**src/verilog/pe_pkg.sv**
```systemverilog
`default_nettype none

package pe_pkg;

    localparam int screen_width = 240;
    localparam logic [7:0] last_vcount = 8'd227;

    // Sources 0 to 3 are the backgrounds.
    typedef logic [2:0] layer_id_t;

    localparam layer_id_t layer_obj = 3'd4;
    localparam layer_id_t layer_backdrop = 3'd5;

    typedef struct packed {
        logic [7:0] index;   // Zero is transparent.
        logic [1:0] prio;
    } bg_entry_t;

    typedef struct packed {
        logic [7:0] index;
        logic [1:0] prio;
        logic       semi;
    } obj_entry_t;

    typedef struct packed {
        bg_entry_t [3:0] bg;
        obj_entry_t      obj;
    } layer_pix_t;

    typedef struct packed {
        logic [3:0] bg;
        logic       obj;
        logic       effects;
    } layer_mask_t;

    typedef struct packed {
        logic [7:0] x1;
        logic [7:0] x2;
        logic [7:0] y1;
        logic [7:0] y2;
    } win_rect_t;

    typedef struct packed {
        logic [3:0] bg;
        logic       obj;
        logic       win0;
        logic       win1;
    } disp_ctrl_t;

    typedef struct packed {
        win_rect_t   win0;
        win_rect_t   win1;
        layer_mask_t in0_mask;
        layer_mask_t in1_mask;
        layer_mask_t out_mask;
    } win_ctrl_t;

    typedef struct packed {
        layer_id_t  layer;
        logic [7:0] index;
        logic       is_obj;
    } layer_choice_t;

    // Backdrop reads bg palette entry 0.
    localparam layer_choice_t backdrop_choice = '{
        layer: layer_backdrop,
        index: 8'd0,
        is_obj: 1'b0
    };

    typedef struct packed {
        logic [14:0] color0;
        logic [14:0] color1;
        layer_id_t   layer0;
        layer_id_t   layer1;
        logic        effects_en;
        logic        obj_semi;
    } pe_pixel_t;

endpackage: pe_pkg

`default_nettype wire

```
**src/verilog/pe_window.sv**
```systemverilog
`default_nettype none

module pe_window (
    input wire [7:0] col,
    input wire [7:0] row,
    input wire pe_pkg::disp_ctrl_t disp,
    input wire pe_pkg::win_ctrl_t win,
    output pe_pkg::layer_mask_t mask
);
    import pe_pkg::*;

    logic in_win0;
    logic in_win1;
    logic any_win;

    // Half-open range on both axes.
    function automatic logic in_rect(
        input win_rect_t  r,
        input logic [7:0] x,
        input logic [7:0] y
    );
        logic in_x;
        logic in_y;
        in_x = (x >= r.x1) && (x < r.x2);
        in_y = (y >= r.y1) && (y < r.y2);
        return in_x && in_y;
    endfunction

    assign in_win0 = disp.win0 && in_rect(win.win0, col, row);
    assign in_win1 = disp.win1 && in_rect(win.win1, col, row);
    assign any_win = disp.win0 || disp.win1;

    // Window 0 takes precedence over window 1.
    always_comb begin
        if (!any_win) begin
            mask = '1;  // No windows, everything on.
        end else if (in_win0) begin
            mask = win.in0_mask;
        end else if (in_win1) begin
            mask = win.in1_mask;
        end else begin
            mask = win.out_mask;
        end
    end

endmodule: pe_window

`default_nettype wire

```
**src/verilog/pe_layer_select.sv**
```systemverilog
`default_nettype none

module pe_layer_select (
    input wire pe_pkg::layer_pix_t pix,
    input wire pe_pkg::disp_ctrl_t disp,
    input wire pe_pkg::layer_mask_t mask,
    output pe_pkg::layer_choice_t first,
    output pe_pkg::layer_choice_t second
);
    import pe_pkg::*;

    // Candidate slot order doubles as the tie-break order.
    logic [4:0]    cand_vis;
    logic [1:0]    cand_prio [5];
    layer_choice_t cand [5];

    logic       found1;
    logic       found2;
    logic [2:0] sel1;
    logic [2:0] sel2;

    always_comb begin
        cand_vis[0] = (pix.obj.index != 8'd0) && disp.obj && mask.obj;
        cand_prio[0] = pix.obj.prio;
        cand[0] = '{layer: layer_obj, index: pix.obj.index, is_obj: 1'b1};
        for (int i = 0; i < 4; i++) begin
            cand_vis[i + 1] = (pix.bg[i].index != 8'd0) && disp.bg[i] && mask.bg[i];
            cand_prio[i + 1] = pix.bg[i].prio;
            cand[i + 1] = '{
                layer: layer_id_t'(i),
                index: pix.bg[i].index,
                is_obj: 1'b0
            };
        end
    end

    // Strict compare keeps the earlier slot on a tie.
    always_comb begin
        found1 = 1'b0;
        sel1 = '0;
        for (int i = 0; i < 5; i++) begin
            if (cand_vis[i] && (!found1 || cand_prio[i] < cand_prio[sel1])) begin
                found1 = 1'b1;
                sel1 = 3'(i);
            end
        end

        found2 = 1'b0;
        sel2 = '0;
        for (int i = 0; i < 5; i++) begin
            if (cand_vis[i] && (3'(i) != sel1)
                    && (!found2 || cand_prio[i] < cand_prio[sel2])) begin
                found2 = 1'b1;
                sel2 = 3'(i);
            end
        end
    end

    assign first = found1 ? cand[sel1] : backdrop_choice;
    assign second = found2 ? cand[sel2] : backdrop_choice;

    // Only the backdrop may fill both ranks.
    a_distinct_ranks: assert final (
        $isunknown(pix)
        || (first.layer == layer_backdrop)
        || (first.layer != second.layer)
    );

endmodule: pe_layer_select

`default_nettype wire

```
**src/verilog/priority_eval.sv**
```systemverilog
`default_nettype none

module priority_eval (
    input wire clock,
    input wire rst_n,
    input wire pe_pkg::layer_pix_t in_pix,
    input wire pe_pkg::disp_ctrl_t disp,
    input wire pe_pkg::win_ctrl_t win,
    input wire [7:0] vcount,
    input wire [7:0] col,
    input wire load_pixel,
    input wire send_address_1,
    input wire send_address_2,
    input wire read_data_1,
    input wire read_data_2,
    input wire [31:0] bg_pal_data,
    input wire [31:0] obj_pal_data,
    output logic [7:0] pal_addr,
    output pe_pkg::pe_pixel_t out_pix
);
    import pe_pkg::*;

    layer_pix_t    pix_q;
    logic [7:0]    col_q;
    logic [7:0]    row;
    layer_mask_t   mask;
    layer_choice_t first;
    layer_choice_t second;
    layer_choice_t second_q;
    logic          addr_is_obj;
    logic          addr_is_obj_q;
    logic [14:0]   pal_color;

    // Window row runs one line ahead of vcount.
    assign row = (vcount == last_vcount) ? 8'd0 : vcount + 8'd1;

    always_ff @(posedge clock) begin
        if (load_pixel) begin
            pix_q <= in_pix;
            col_q <= col;  // Counter moves on after the transfer.
        end
    end

    pe_window window0 (
        .col(col_q),
        .row,
        .disp,
        .win,
        .mask
    );

    pe_layer_select select0 (
        .pix(pix_q),
        .disp,
        .mask,
        .first,
        .second
    );

    always_comb begin
        if (send_address_1) begin
            pal_addr = first.index;
            addr_is_obj = first.is_obj;
        end else if (send_address_2) begin
            pal_addr = second_q.index;
            addr_is_obj = second_q.is_obj;
        end else begin
            pal_addr = 8'd0;
            addr_is_obj = 1'b0;
        end
    end

    // Data comes back a cycle after the address.
    always_ff @(posedge clock or negedge rst_n) begin
        if (!rst_n) begin
            addr_is_obj_q <= 1'b0;
        end else begin
            addr_is_obj_q <= addr_is_obj;
        end
    end

    assign pal_color = addr_is_obj_q ? obj_pal_data[14:0] : bg_pal_data[14:0];

    always_ff @(posedge clock) begin
        if (send_address_1) begin
            second_q <= second;
            out_pix.layer0 <= first.layer;
            out_pix.layer1 <= second.layer;
            out_pix.effects_en <= mask.effects;
            out_pix.obj_semi <= first.is_obj && pix_q.obj.semi;
        end
        if (read_data_1) begin
            out_pix.color0 <= pal_color;
        end
        if (read_data_2) begin
            out_pix.color1 <= pal_color;
        end
    end

endmodule: priority_eval

`default_nettype wire

```
**src/verilog/pe_fsm.sv**
```systemverilog
`default_nettype none

module pe_fsm (
    input wire clock,
    input wire rst_n,
    input wire in_valid,
    input wire out_ready,
    output logic in_ready,
    output logic out_valid,
    output logic load_pixel,
    output logic send_address_1,
    output logic send_address_2,
    output logic read_data_1,
    output logic read_data_2,
    output logic [7:0] col
);
    import pe_pkg::*;

    typedef enum logic [2:0] {
        st_idle,
        st_addr1,
        st_addr2,
        st_read2,
        st_out
    } state_t;

    state_t state;
    state_t state_next;

    always_comb begin
        state_next = state;
        case (state)
            st_idle: begin
                if (in_valid) begin
                    state_next = st_addr1;
                end
            end
            st_addr1: state_next = st_addr2;
            st_addr2: state_next = st_read2;
            st_read2: state_next = st_out;
            st_out: begin
                if (out_ready) begin
                    state_next = st_idle;
                end
            end
            default: state_next = st_idle;
        endcase
    end

    always_ff @(posedge clock or negedge rst_n) begin
        if (!rst_n) begin
            state <= st_idle;
            col <= 8'd0;
        end else begin
            state <= state_next;
            if (load_pixel) begin
                col <= (col == 8'(screen_width - 1)) ? 8'd0 : col + 8'd1;
            end
        end
    end

    assign in_ready = (state == st_idle);
    assign load_pixel = in_ready && in_valid;
    assign send_address_1 = (state == st_addr1);
    assign send_address_2 = (state == st_addr2);
    assign read_data_1 = (state == st_addr2);  // First colour lands with second address.
    assign read_data_2 = (state == st_read2);
    assign out_valid = (state == st_out);

    a_out_held: assert property (@(posedge clock) disable iff (!rst_n)
        out_valid && !out_ready |=> out_valid);

    // One phase strobe per cycle.
    a_one_strobe: assert property (@(posedge clock) disable iff (!rst_n)
        $onehot0({load_pixel, send_address_1, send_address_2, read_data_2}));

    a_fetch_order: assert property (@(posedge clock) disable iff (!rst_n)
        load_pixel |=> send_address_1 ##1 (send_address_2 && read_data_1)
            ##1 read_data_2 ##1 out_valid);

endmodule: pe_fsm

`default_nettype wire

```
**src/verilog/pe_top.sv**
```systemverilog
`default_nettype none

module pe_top (
    input wire clock,
    input wire rst_n,
    input wire pe_pkg::layer_pix_t in_pix,
    input wire in_valid,
    output logic in_ready,
    output pe_pkg::pe_pixel_t out_pix,
    output logic out_valid,
    input wire out_ready,
    input wire pe_pkg::disp_ctrl_t disp,
    input wire pe_pkg::win_ctrl_t win,
    input wire [7:0] vcount,
    output logic [7:0] bg_pal_addr,
    output logic [7:0] obj_pal_addr,
    input wire [31:0] bg_pal_data,
    input wire [31:0] obj_pal_data
);

    logic       load_pixel;
    logic       send_address_1;
    logic       send_address_2;
    logic       read_data_1;
    logic       read_data_2;
    logic [7:0] col;
    logic [7:0] pal_addr;

    // Both palettes see the same index.
    assign bg_pal_addr = pal_addr;
    assign obj_pal_addr = pal_addr;

    pe_fsm fsm (
        .clock,
        .rst_n,
        .in_valid,
        .out_ready,
        .in_ready,
        .out_valid,
        .load_pixel,
        .send_address_1,
        .send_address_2,
        .read_data_1,
        .read_data_2,
        .col
    );

    priority_eval datapath (
        .clock,
        .rst_n,
        .in_pix,
        .disp,
        .win,
        .vcount,
        .col,
        .load_pixel,
        .send_address_1,
        .send_address_2,
        .read_data_1,
        .read_data_2,
        .bg_pal_data,
        .obj_pal_data,
        .pal_addr,
        .out_pix
    );

endmodule: pe_top

`default_nettype wire

```
**config.mk**
```make
export PLATFORM = sky130hd
export DESIGN_NAME = pe_top
export DESIGN_NICKNAME = d
export VERILOG_FILES = /design/src/verilog/pe_pkg.sv /design/src/verilog/pe_window.sv /design/src/verilog/pe_layer_select.sv /design/src/verilog/priority_eval.sv /design/src/verilog/pe_fsm.sv /design/src/verilog/pe_top.sv
export SDC_FILE = /design/constraint.sdc
export NUM_CORES = 1
export LEC_CHECK = 0
export ABC_AREA = 1
export BUFFER_PORTS_ARGS = -buffer_cell sky130_fd_sc_hd__buf_2
export CELL_PAD_IN_SITES_DETAIL_PLACEMENT = 1
export CELL_PAD_IN_SITES_GLOBAL_PLACEMENT = 2
export CORE_ASPECT_RATIO = 1.1
export CORE_MARGIN = 2
export CORE_UTILIZATION = 29
export DETAILED_ROUTE_END_ITERATION = 8
export PLACE_DENSITY_LB_ADDON = 0.1
export SYNTH_ARGS = -nofsm -noshare
export SYNTH_HDL_FRONTEND = slang
export SYNTH_SLANG_ARGS = --single-unit
```
**constraint.sdc**
```tcl
create_clock -name clock -period 19.28 [get_ports clock]
set_input_delay 5.784 -clock clock [delete_from_list [all_inputs] [get_ports clock]]
set_output_delay 5.784 -clock clock [all_outputs]
set_load 0.005 [all_outputs]
```
==> summary by stage, run 1 <==
Status
The flow ran to the end, and the final reports show no timing, DRC or antenna violations.

Synthesis
Sorting the synthesized cells by area gives the leading types as edfxtp_1 42%, nand2_1 10%, ha_1 10%. The number of distinct library cells after synthesis is 49. The most used flip-flop cell after synthesis is edfxtp_1. For this run, the register share of the synthesized area comes to 46.3%. The async set-or-reset flop fraction in the synthesized netlist is 10.2%. The number of nets produced by synthesis is 1137. Synthesis inferred 118 register bits. The most repeated cell in the gate-level netlist after synthesis is nand2_1. The top-area cell type share of the netlist area is 42.3%. The post-synthesis cell type with the largest combined area is edfxtp_1. The post-synth design cell area is 0.00752 mm^2. The number of warnings reported in the yosys synthesis log is 0. In the synthesized netlist, the number of instances is 860.

Counting instances in the post-synthesis netlist gives the leading cell types as 204 x nand2_1, 156 x inv_1, 106 x edfxtp_1. The number of synthesized flops with an enable pin is 106. The post-synthesis area per instance is 8.75 um^2.

Layout
The count of cells in the finished layout, fillers not included, comes to 1464. The share of post-route cells with drive strength above 1 is 30.0%. Cells fill 38.2% of the core in the end. Relative to the synthesized area, the layout overhead comes to 28.9%. In the final design database the tool counted 1382 nets. Counting the fill cells in the layout gives 3104. 0 antenna diodes ended up in the layout.

CTS
Counting every sink on the clock net gives 118. The clock slew at the register clock pins of the worst setup and hold paths is 0.06 ns. For this design, the CTS-stage hold fixing added 0 buffers. The total clock buffers created by CTS is 17. TritonCTS built the clock tree. The clock latency on the worst-skew pair is 0.42 ns. The root buffer cell is clkbuf_16.

The maximum buffer depth of the clock tree is 2. The number of H-tree levels is 4.

STA
After layout, the worst setup slack is 0.813 ns. The count of final max-slew check failures is 0. Derived from the worst setup path, the maximum achievable clock frequency is 0.0542 GHz. The worst hold slack is 0.485 ns. For the final database, setup skew stands at 0.0115 ns. The final hold violation count is 0. The transition at the pin with the smallest max-transition slack is 1.05 ns. Setup repair after global routing left no endpoint under its margin. The max-slew headroom at the worst pin is 29.8%. Setup violations remaining at the end of the flow were counted as 0. The sum of negative setup slack is 0 ns. Of the available clock period, the critical path in the final layout requires 95.8%. The final critical-path required period is 18.47 ns.

Setup path
The kind of critical path is in2out. For this design, the slowest cell found on the critical path is a2111oi_0. The family of cells with the greatest summed delay on the critical path is simple AND/OR/NAND/NOR gates. The critical path contains buffers and inverters numbering 4 combined.

The worst setup path is captured at an output port. Along the worst path, the maximum fanout reaches 14. STA classifies the critical path startpoint as a primary input. The maximum cell stage delay along the critical path is 0.47 ns. The required time of the worst setup path is 13.50 ns. For the worst setup path, the data arrival time is 12.68 ns. The most used cell along the critical path is nand2_1.

Job
Max-cap violations in this run came to 0.

Global route
The total congestion overflow after global routing is 0. Entering global routing, the biggest net connects 59 pins. The first-pass GRT wire length is 36.8 mm.

The number of global-route vias before repair is 6976. Across every metal layer, demand over resource in global routing totals 17.6%. The number of antenna violations at the first check in global routing is 0.

Placed design
OpenSTA, run right after detailed placement, puts the worst setup slack at 0.689 ns. Detailed placement finished with a half-perimeter wire length of 19.2 mm. The placer's final routability congestion estimate is 0.854.

The number of buffers inserted by port buffering is 237. Including well taps, the total number of placed cells is 1429.

Die
For this configuration, the core starts out at a cell density of 29.6%. The cell row count is 61. 272 I/O pins were placed. The floorplan step defined a die boundary enclosing 0.0272 mm^2. The height of the die is 173 um. The floorplan step set the die width to 158 um. The area of the core is 0.0254 mm^2.

Power and ir drop
For this design the ratio of total power to cell area is 121 mW/mm^2. The worst IR drop on VDD is 82.8 uV. Summed over all cells, the static leakage comes to 4.89 nW.

Drt
The first-pass iteration count of the detailed router is 7. Dividing the detail-routed via count by the number of cells gives 4.52. Once detail routing completed, the nets flagged for antenna violations numbered 0. The total DRC errors in the routed layout is 0. After the first detailed-routing iteration, the DRC count stood at 307. Summing over every cut layer, the via total after detailed routing is 6620.

After detailed routing, the average wire length per cell comes to 16.1 um. The total wirelength of the detailed-routed design is 23.6 mm.

Min path
The path class of the tightest hold or removal check is reg2reg.
[worst register-to-register path, delay by kind of cell, from the launching register on]
family | cells | cell delay, ns
and+or+nand+nor | 46 | 5.30
adders and majority gates | 7 | 2.03
AOI/OAI and AO/OA | 7 | 1.41
DFF | 1 | 0.48
buffers and inverters | 2 | 0.26
[worst paths after layout]
path | endpoint | slack [ns] | startpoint | cells past startpoint
worst max-delay path | obj_pal_addr[0] | 0.81 | vcount[0] | 45
worst min-delay path | datapath.addr_is_obj_q$_DFF_PN0_ | 0.49 | datapath.second_q[0]$_SDFFCE_PN0P_ | 2
worst max register to register | datapath.second_q[3]$_SDFFCE_PN0P_ | 9.53 | datapath.col_q[7]$_DFFE_PP_ | 62
worst min register to register | datapath.addr_is_obj_q$_DFF_PN0_ | 0.49 | datapath.second_q[0]$_SDFFCE_PN0P_ | 2
max in group asynchronous | datapath.addr_is_obj_q$_DFF_PN0_ | 13.79 | rst_n | 1
min in group asynchronous | fsm.col[1]$_DFFE_PN0P_ | 5.25 | rst_n | 1
[cells in the final DEF, fill, tap and decap left out, drive strengths merged, types with 15 or more instances in the layout]
master  Yosys  routed
clkbuf      5      17
a21oi      32      32
nand2     223     223
inv       165     171
o21ai      35      35
nor2       55      55
mux2       15      15
buf        12     243
ha         61      61
nand3      62      62
edfxtp    106     106
[flip-flops by register name (all words and copies together) (netlist names)]
name,count
datapath.addr_is_obj_q,1
datapath.out_pix,38
datapath.second_q,9
datapath.col_q,8
fsm.state,3
fsm.col,8
datapath.pix_q,51
[report_power, final]
part           internal, mW  leakage (nW)  switching (mW)
combinational         0.151          3.46           0.263
clock                 0.206         0.300           0.126
sequential            0.382          1.13          0.0460
[metal layers]
metal	routed length (um)	part of all wire, %	track usage, %	vias to the layer above
met3	763	3.2	2.56	19
met4	333	1.4	4.55	0
met1	10700	46	22.2	3078
met5	0	0	0	-
li1	-	-	-	3362
met2	11700	50	31.1	161
[cell type report]
cell class	instances	area (um^2)	share of cell area [%]
Tap cell	346	433	4.46
Timing Repair Buffer	243	1230	12.7
Multi-Input combinational cell	560	3310	34.2
Inverter	165	623	6.43
Clock buffer	17	425	4.39
Clock inverter	15	186	1.92
Sequential cell	118	3480	35.9
[logic make-up after synthesis]
group           Yosys count  synth area share, %
flops                   118                 46.3
mux                      15                 2.25
buf+inv                 182                 9.75
simple gates            367                 21.8
fa+ha+maj                61                 10.1
xor+xnor                  4                0.466
compound gates          113                 9.31
[per-stage QoR]
step,instance area (um^2),total power [mW]
2_1_floorplan,7520,0.690
3_3_place_gp,9060,0.846
3_5_place_dp,9060,0.852
4_1_cts,9670,1.19
5_1_grt,9700,1.26
6_report,9700,1.17
[repair_timing]
action | 4_1_cts | 5_1_grt
setup buffers | 0 | 3
resized for setup | 0 | 2
endpoints found under the setup margin | 0 | 4
No activity file was read; power rests on OpenSTA's default activity.
==> inputs of run 2 (changes only) <==
Settings changed: ABC_AREA 1 to default, CORE_UTILIZATION 29 to 31, RECOVER_POWER from default to 100.
==> run 2 against run 1 <==
Net effect:
- the flow now finishes with violations (capacitance limit, slew limit)
- clock power down 11%
- critical endpoint is now bg_pal_addr[6]
- critical path type unchanged
- clock skew up 0.0017 ns
- register-to-register slack worse by 2.4 ns
- setup slack got worse by 0.27 ns
- power up 2.5%
- sequential cell count did not move
==> summary by stage, run 2 <==
Status
The run finished, with violations left. The checks that failed: capacitance limit, slew limit.

Synthesis
The multiplexer area fraction after synthesis is 6.01% (+3.8 points). The async set-or-reset flop fraction in the synthesized netlist is 10.2% (unchanged). The number of nets produced by synthesis is 980 (-14%). The post-synthesis xor/xnor area fraction was 0.929% (+0.46 points).

After synthesis, the cell types taking the most area are edfxtp_1 42%, ha_1 10%, dfrtp_1 4.0%. The most used flip-flop cell after synthesis is edfxtp_1. The top-area cell type share of the netlist area is 42.2% (-0.11 points). The most repeated cell in the gate-level netlist after synthesis is edfxtp_1. The number of warnings reported in the yosys synthesis log is 0 (unchanged). The post-synthesis instance total came to 703 (-18%). The sequential element share of the synthesized area is 46.2% (-0.12 points). By area, the combinational part of the netlist is dominated by compound AO/OA/AOI/OAI gates. The post-synthesis area per instance came to 10.7 um^2 (+23%). The number of synthesized flops with an enable pin is 106 (unchanged). Summed over all instances, the cell type with the most area after synthesis is edfxtp_1. The adder-cell area share of the yosys netlist is 10.5% (+0.37 points).

The compound-gate portion of the synthesized area was 18.5% (+9.2 points). The simple logic cell fraction of the synthesized area is 12.6% (-9.2 points). Sorting the synthesized cells by how often they occur yields 106 x edfxtp_1, 68 x inv_1, 61 x ha_1. The synthesized flop and latch total is 118 (unchanged). The number of distinct library cells after synthesis came to 77 (+57%).

The post-synth design cell area is 0.00754 mm^2 (+0.25%).

CTS
The number of H-tree levels came to 4 (unchanged). The count of hold-fix buffers inserted at cts was 0 (unchanged). The clock latency on the worst-skew pair is 0.41 ns (about the same). The maximum buffer depth of the clock tree is 2 (unchanged). The root buffer cell is clkbuf_16. The total number of clock tree sinks is 118 (unchanged). TritonCTS built the clock tree. The total clock buffers created by CTS is 17 (unchanged). The clock slew at the register clock pins of the worst setup and hold paths is 0.06 ns (about the same).

STA
The setup-violating endpoint count in the final report is 0 (unchanged). The final critical-path required period came to 18.73 ns (+0.268 ns). The highest attainable clock frequency is 0.0534 GHz (-1.4%). The share of the clock period used by the worst path after layout is 97.2% (+1.4 points). The max-slew headroom at the worst pin was -89.7% (-120 points). The sum of negative setup slack is 0 ns (unchanged). The transition at the pin with the smallest max-transition slack is 2.85 ns (+1.79 ns).

The final hold violation count is 0 (unchanged). Setup repair after global routing left no endpoint under its margin. The count of final max-slew check failures is 52 (+52).

The post-route clock skew was 0.0131 ns (+0.00166 ns). The worst hold slack was 0.495 ns (+0.00983 ns).

Drt
The total DRC errors in the routed layout was 0 (unchanged). The total wirelength of the detailed-routed design is 24.1 mm (+2.1%). The first-pass iteration count of the detailed router is 4 (-3). The total via count in the routed design is 6621 (+0.015%).

The post-detailed-route wirelength per cell is 18.4 um (+15%). The via count normalized by instance count is 5.07 (+12%). The number of DRC violations after detailed-routing iteration 0 is 246 (-20%). The number of nets with antenna violations after routing was 0 (unchanged).

Layout
The final design utilization is 41.7% (+3.6 points). The count of fill cells added during filler insertion is 2751 (-11%). The area growth from synthesis to layout is 31.6%. The number of antenna cells inserted came to 0 (unchanged).

More flip-flops sit in one register than any other, and that register is datapath.pix_q. The count of nets after finishing is 1264 (-8.5%). The library cells used most frequently in the layout, excluding fill and tap cells, are 204 x buf_2, 106 x edfxtp_1, 69 x inv_1, 60 x ha_1. The largest registers in the layout are datapath.pix_q x51, datapath.out_pix x38, datapath.second_q x9. The flip-flop count of the largest register after layout came to 51 (unchanged). The share of post-route cells with drive strength above 1 is 33.3% (+3.3 points). Leaving out fill and tap cells, the most frequent cell in the layout is buf_2.

Die
The height of the die came to 168 um (-3.1%). The cell row count is 59 (-3.3%). The die area is 0.0256 mm^2 (-6.1%).

The initial cell density of the core was 31.7% (+2.1 points). The area of the core is 0.0238 mm^2 (-6.5%). The boundary pin count came to 272 (unchanged). The die boundary width was 153 um (-3.1%).

Setup path
Among all stages on the critical path, the largest delay is contributed by mux2_1. The data arrival time of the critical path was 12.95 ns (+0.27 ns). The worst setup path is captured at an output port. The maximum fanout along the worst path came to 5 (-9).

The required time of the worst setup path came to 13.50 ns (about the same). STA classifies the critical path startpoint as a primary input. The critical path is of the in2out type.

The maximum cell stage delay along the critical path is 0.42 ns (-0.05 ns).

Placed design
The number of buffers inserted by port buffering is 237 (unchanged). The placer's final routability congestion estimate came to 0.855 (about the same). The post-detailed-placement half-perimeter wirelength is 19.7 mm (+2.6%).

Min path
The classification of the worst-slack hold path is reg2reg.

Power and ir drop
The register share of total power is 37.0% (+0.5 points). The portion of total power attributed to combinational logic is 38.4% (+3.1 points). The total power after layout is 1.20 mW (+2.5%). The portion of total power attributed to the clock network is 24.6% (-3.7 points). The design internal power is 0.766 mW (+3.7%). The power density relative to cell area came to 121 mW/mm^2 (+0.18%). The switching share of power is 36.3% (-0.70 points).

The net switching component of the power came to 0.437 mW (+0.59%). The leakage power is 4.39 nW (-10%). The worst IR drop on VDD is 81.4 uV (-1.8%).

Job
The number of max-cap violations is 1 (+1).

Global route
The maximum number of pins on one net before global-route repair is 52 (-12%). The first-pass GRT wire length came to 37.9 mm (+2.9%). The number of antenna violations at the first check in global routing is 0 (unchanged). The total congestion overflow after global routing was 0 (unchanged). The global-route usage over all layers came to 18.6% (+1.1 points). The number of global-route vias before repair is 7114 (+2.0%).
-- run 2: layer usage --
| metal | routed length, um | share of wire (%) | GRT usage, % |
|---|---|---|---|
| met2 | 12200 | 51 | 33.4 |
| met3 | 1220 | 5.1 | 3.11 |
| met4 | 429 | 1.8 | 5.56 |
| met1 | 10200 | 42 | 22.9 |
| met5 | 0 | 0 | 0 |
-- run 2: timing repair --
item / CTS / global route
pin swaps: 0 / 8
resized for setup: 3 / 26
buffers inserted: 0 / 4
endpoints found under the setup margin: 16 / 16
gates cloned: 0 / 0
-- run 2: cell type report --
| class | count | area (um^2) | share of cell area (%) |
|---|---|---|---|
| multi-input combinational | 493 | 3730 | 37.6 |
| clock buffer | 18 | 429 | 4.32 |
| sequential | 118 | 3480 | 35.1 |
| tap | 305 | 382 | 3.85 |
| clock inverter | 14 | 128 | 1.29 |
| inverter | 69 | 259 | 2.61 |
| timing repair buffer | 288 | 1510 | 15.2 |
-- run 2: worst max-delay path: cells and delay by family --
kind	cells	cell delay [ns]
AOI/OAI and AO/OA	15	2.84
xor gates and xnor gates	1	0.22
adders and majority gates	4	0.99
buffers and inverters	8	0.99
muxes	2	0.59
and+or+nand+nor	14	1.52
-- run 2: final timing paths --
path | start | end | slack [ns] | depth (start not counted)
setup / recovery | vcount[2] | bg_pal_addr[6] | 0.55 | 44
hold / removal | datapath.second_q[0]$_SDFFCE_PN0P_ | datapath.addr_is_obj_q$_DFF_PN0_ | 0.49 | 1
setup reg to reg | datapath.col_q[7]$_DFFE_PP_ | datapath.second_q[3]$_SDFFCE_PN0P_ | 7.09 | 49
hold reg to reg | datapath.second_q[0]$_SDFFCE_PN0P_ | datapath.addr_is_obj_q$_DFF_PN0_ | 0.49 | 1
max in group asynchronous | rst_n | fsm.col[6]$_DFFE_PN0P_ | 13.44 | 1
min in group asynchronous | rst_n | fsm.col[1]$_DFFE_PN0P_ | 5.39 | 1
-- run 2: cells by family (layout without fill, tap and decap cells) --
kind of cell               count (synthesis)  count (layout)
DFF                                      118             118
buffers and inverters                     92             389
xor gates and xnor gates                   8               8
and+or+nand+nor                          191             191
muxes                                     41              41
adders and majority gates                 64              64
AOI/OAI and AO/OA                        189             189
-- run 2: power by group through the flow --
stage | sequential (mW) | combinational (mW) | clock (mW)
after floorplan | 0.427 | 0.298 | 0
final | 0.445 | 0.462 | 0.296
after detailed placement | 0.448 | 0.474 | 0
after global placement | 0.444 | 0.459 | 0
after CTS | 0.443 | 0.477 | 0.304
after global routing | 0.457 | 0.515 | 0.313
-- run 2: stage by stage --
| stage | worst slack, ns | area, um^2 | instances |
|---|---|---|---|
| finish | 0.545 | 9920 | 1305 |
| global route | 0.00936 | 9920 | 1305 |
| CTS | 0.0434 | 9900 | 1301 |
| detailed placement | -0.227 | 9340 | 1269 |
| global placement | -0.0679 | 9340 | 1269 |
| floorplan | 0.961 | 7540 | 703 |
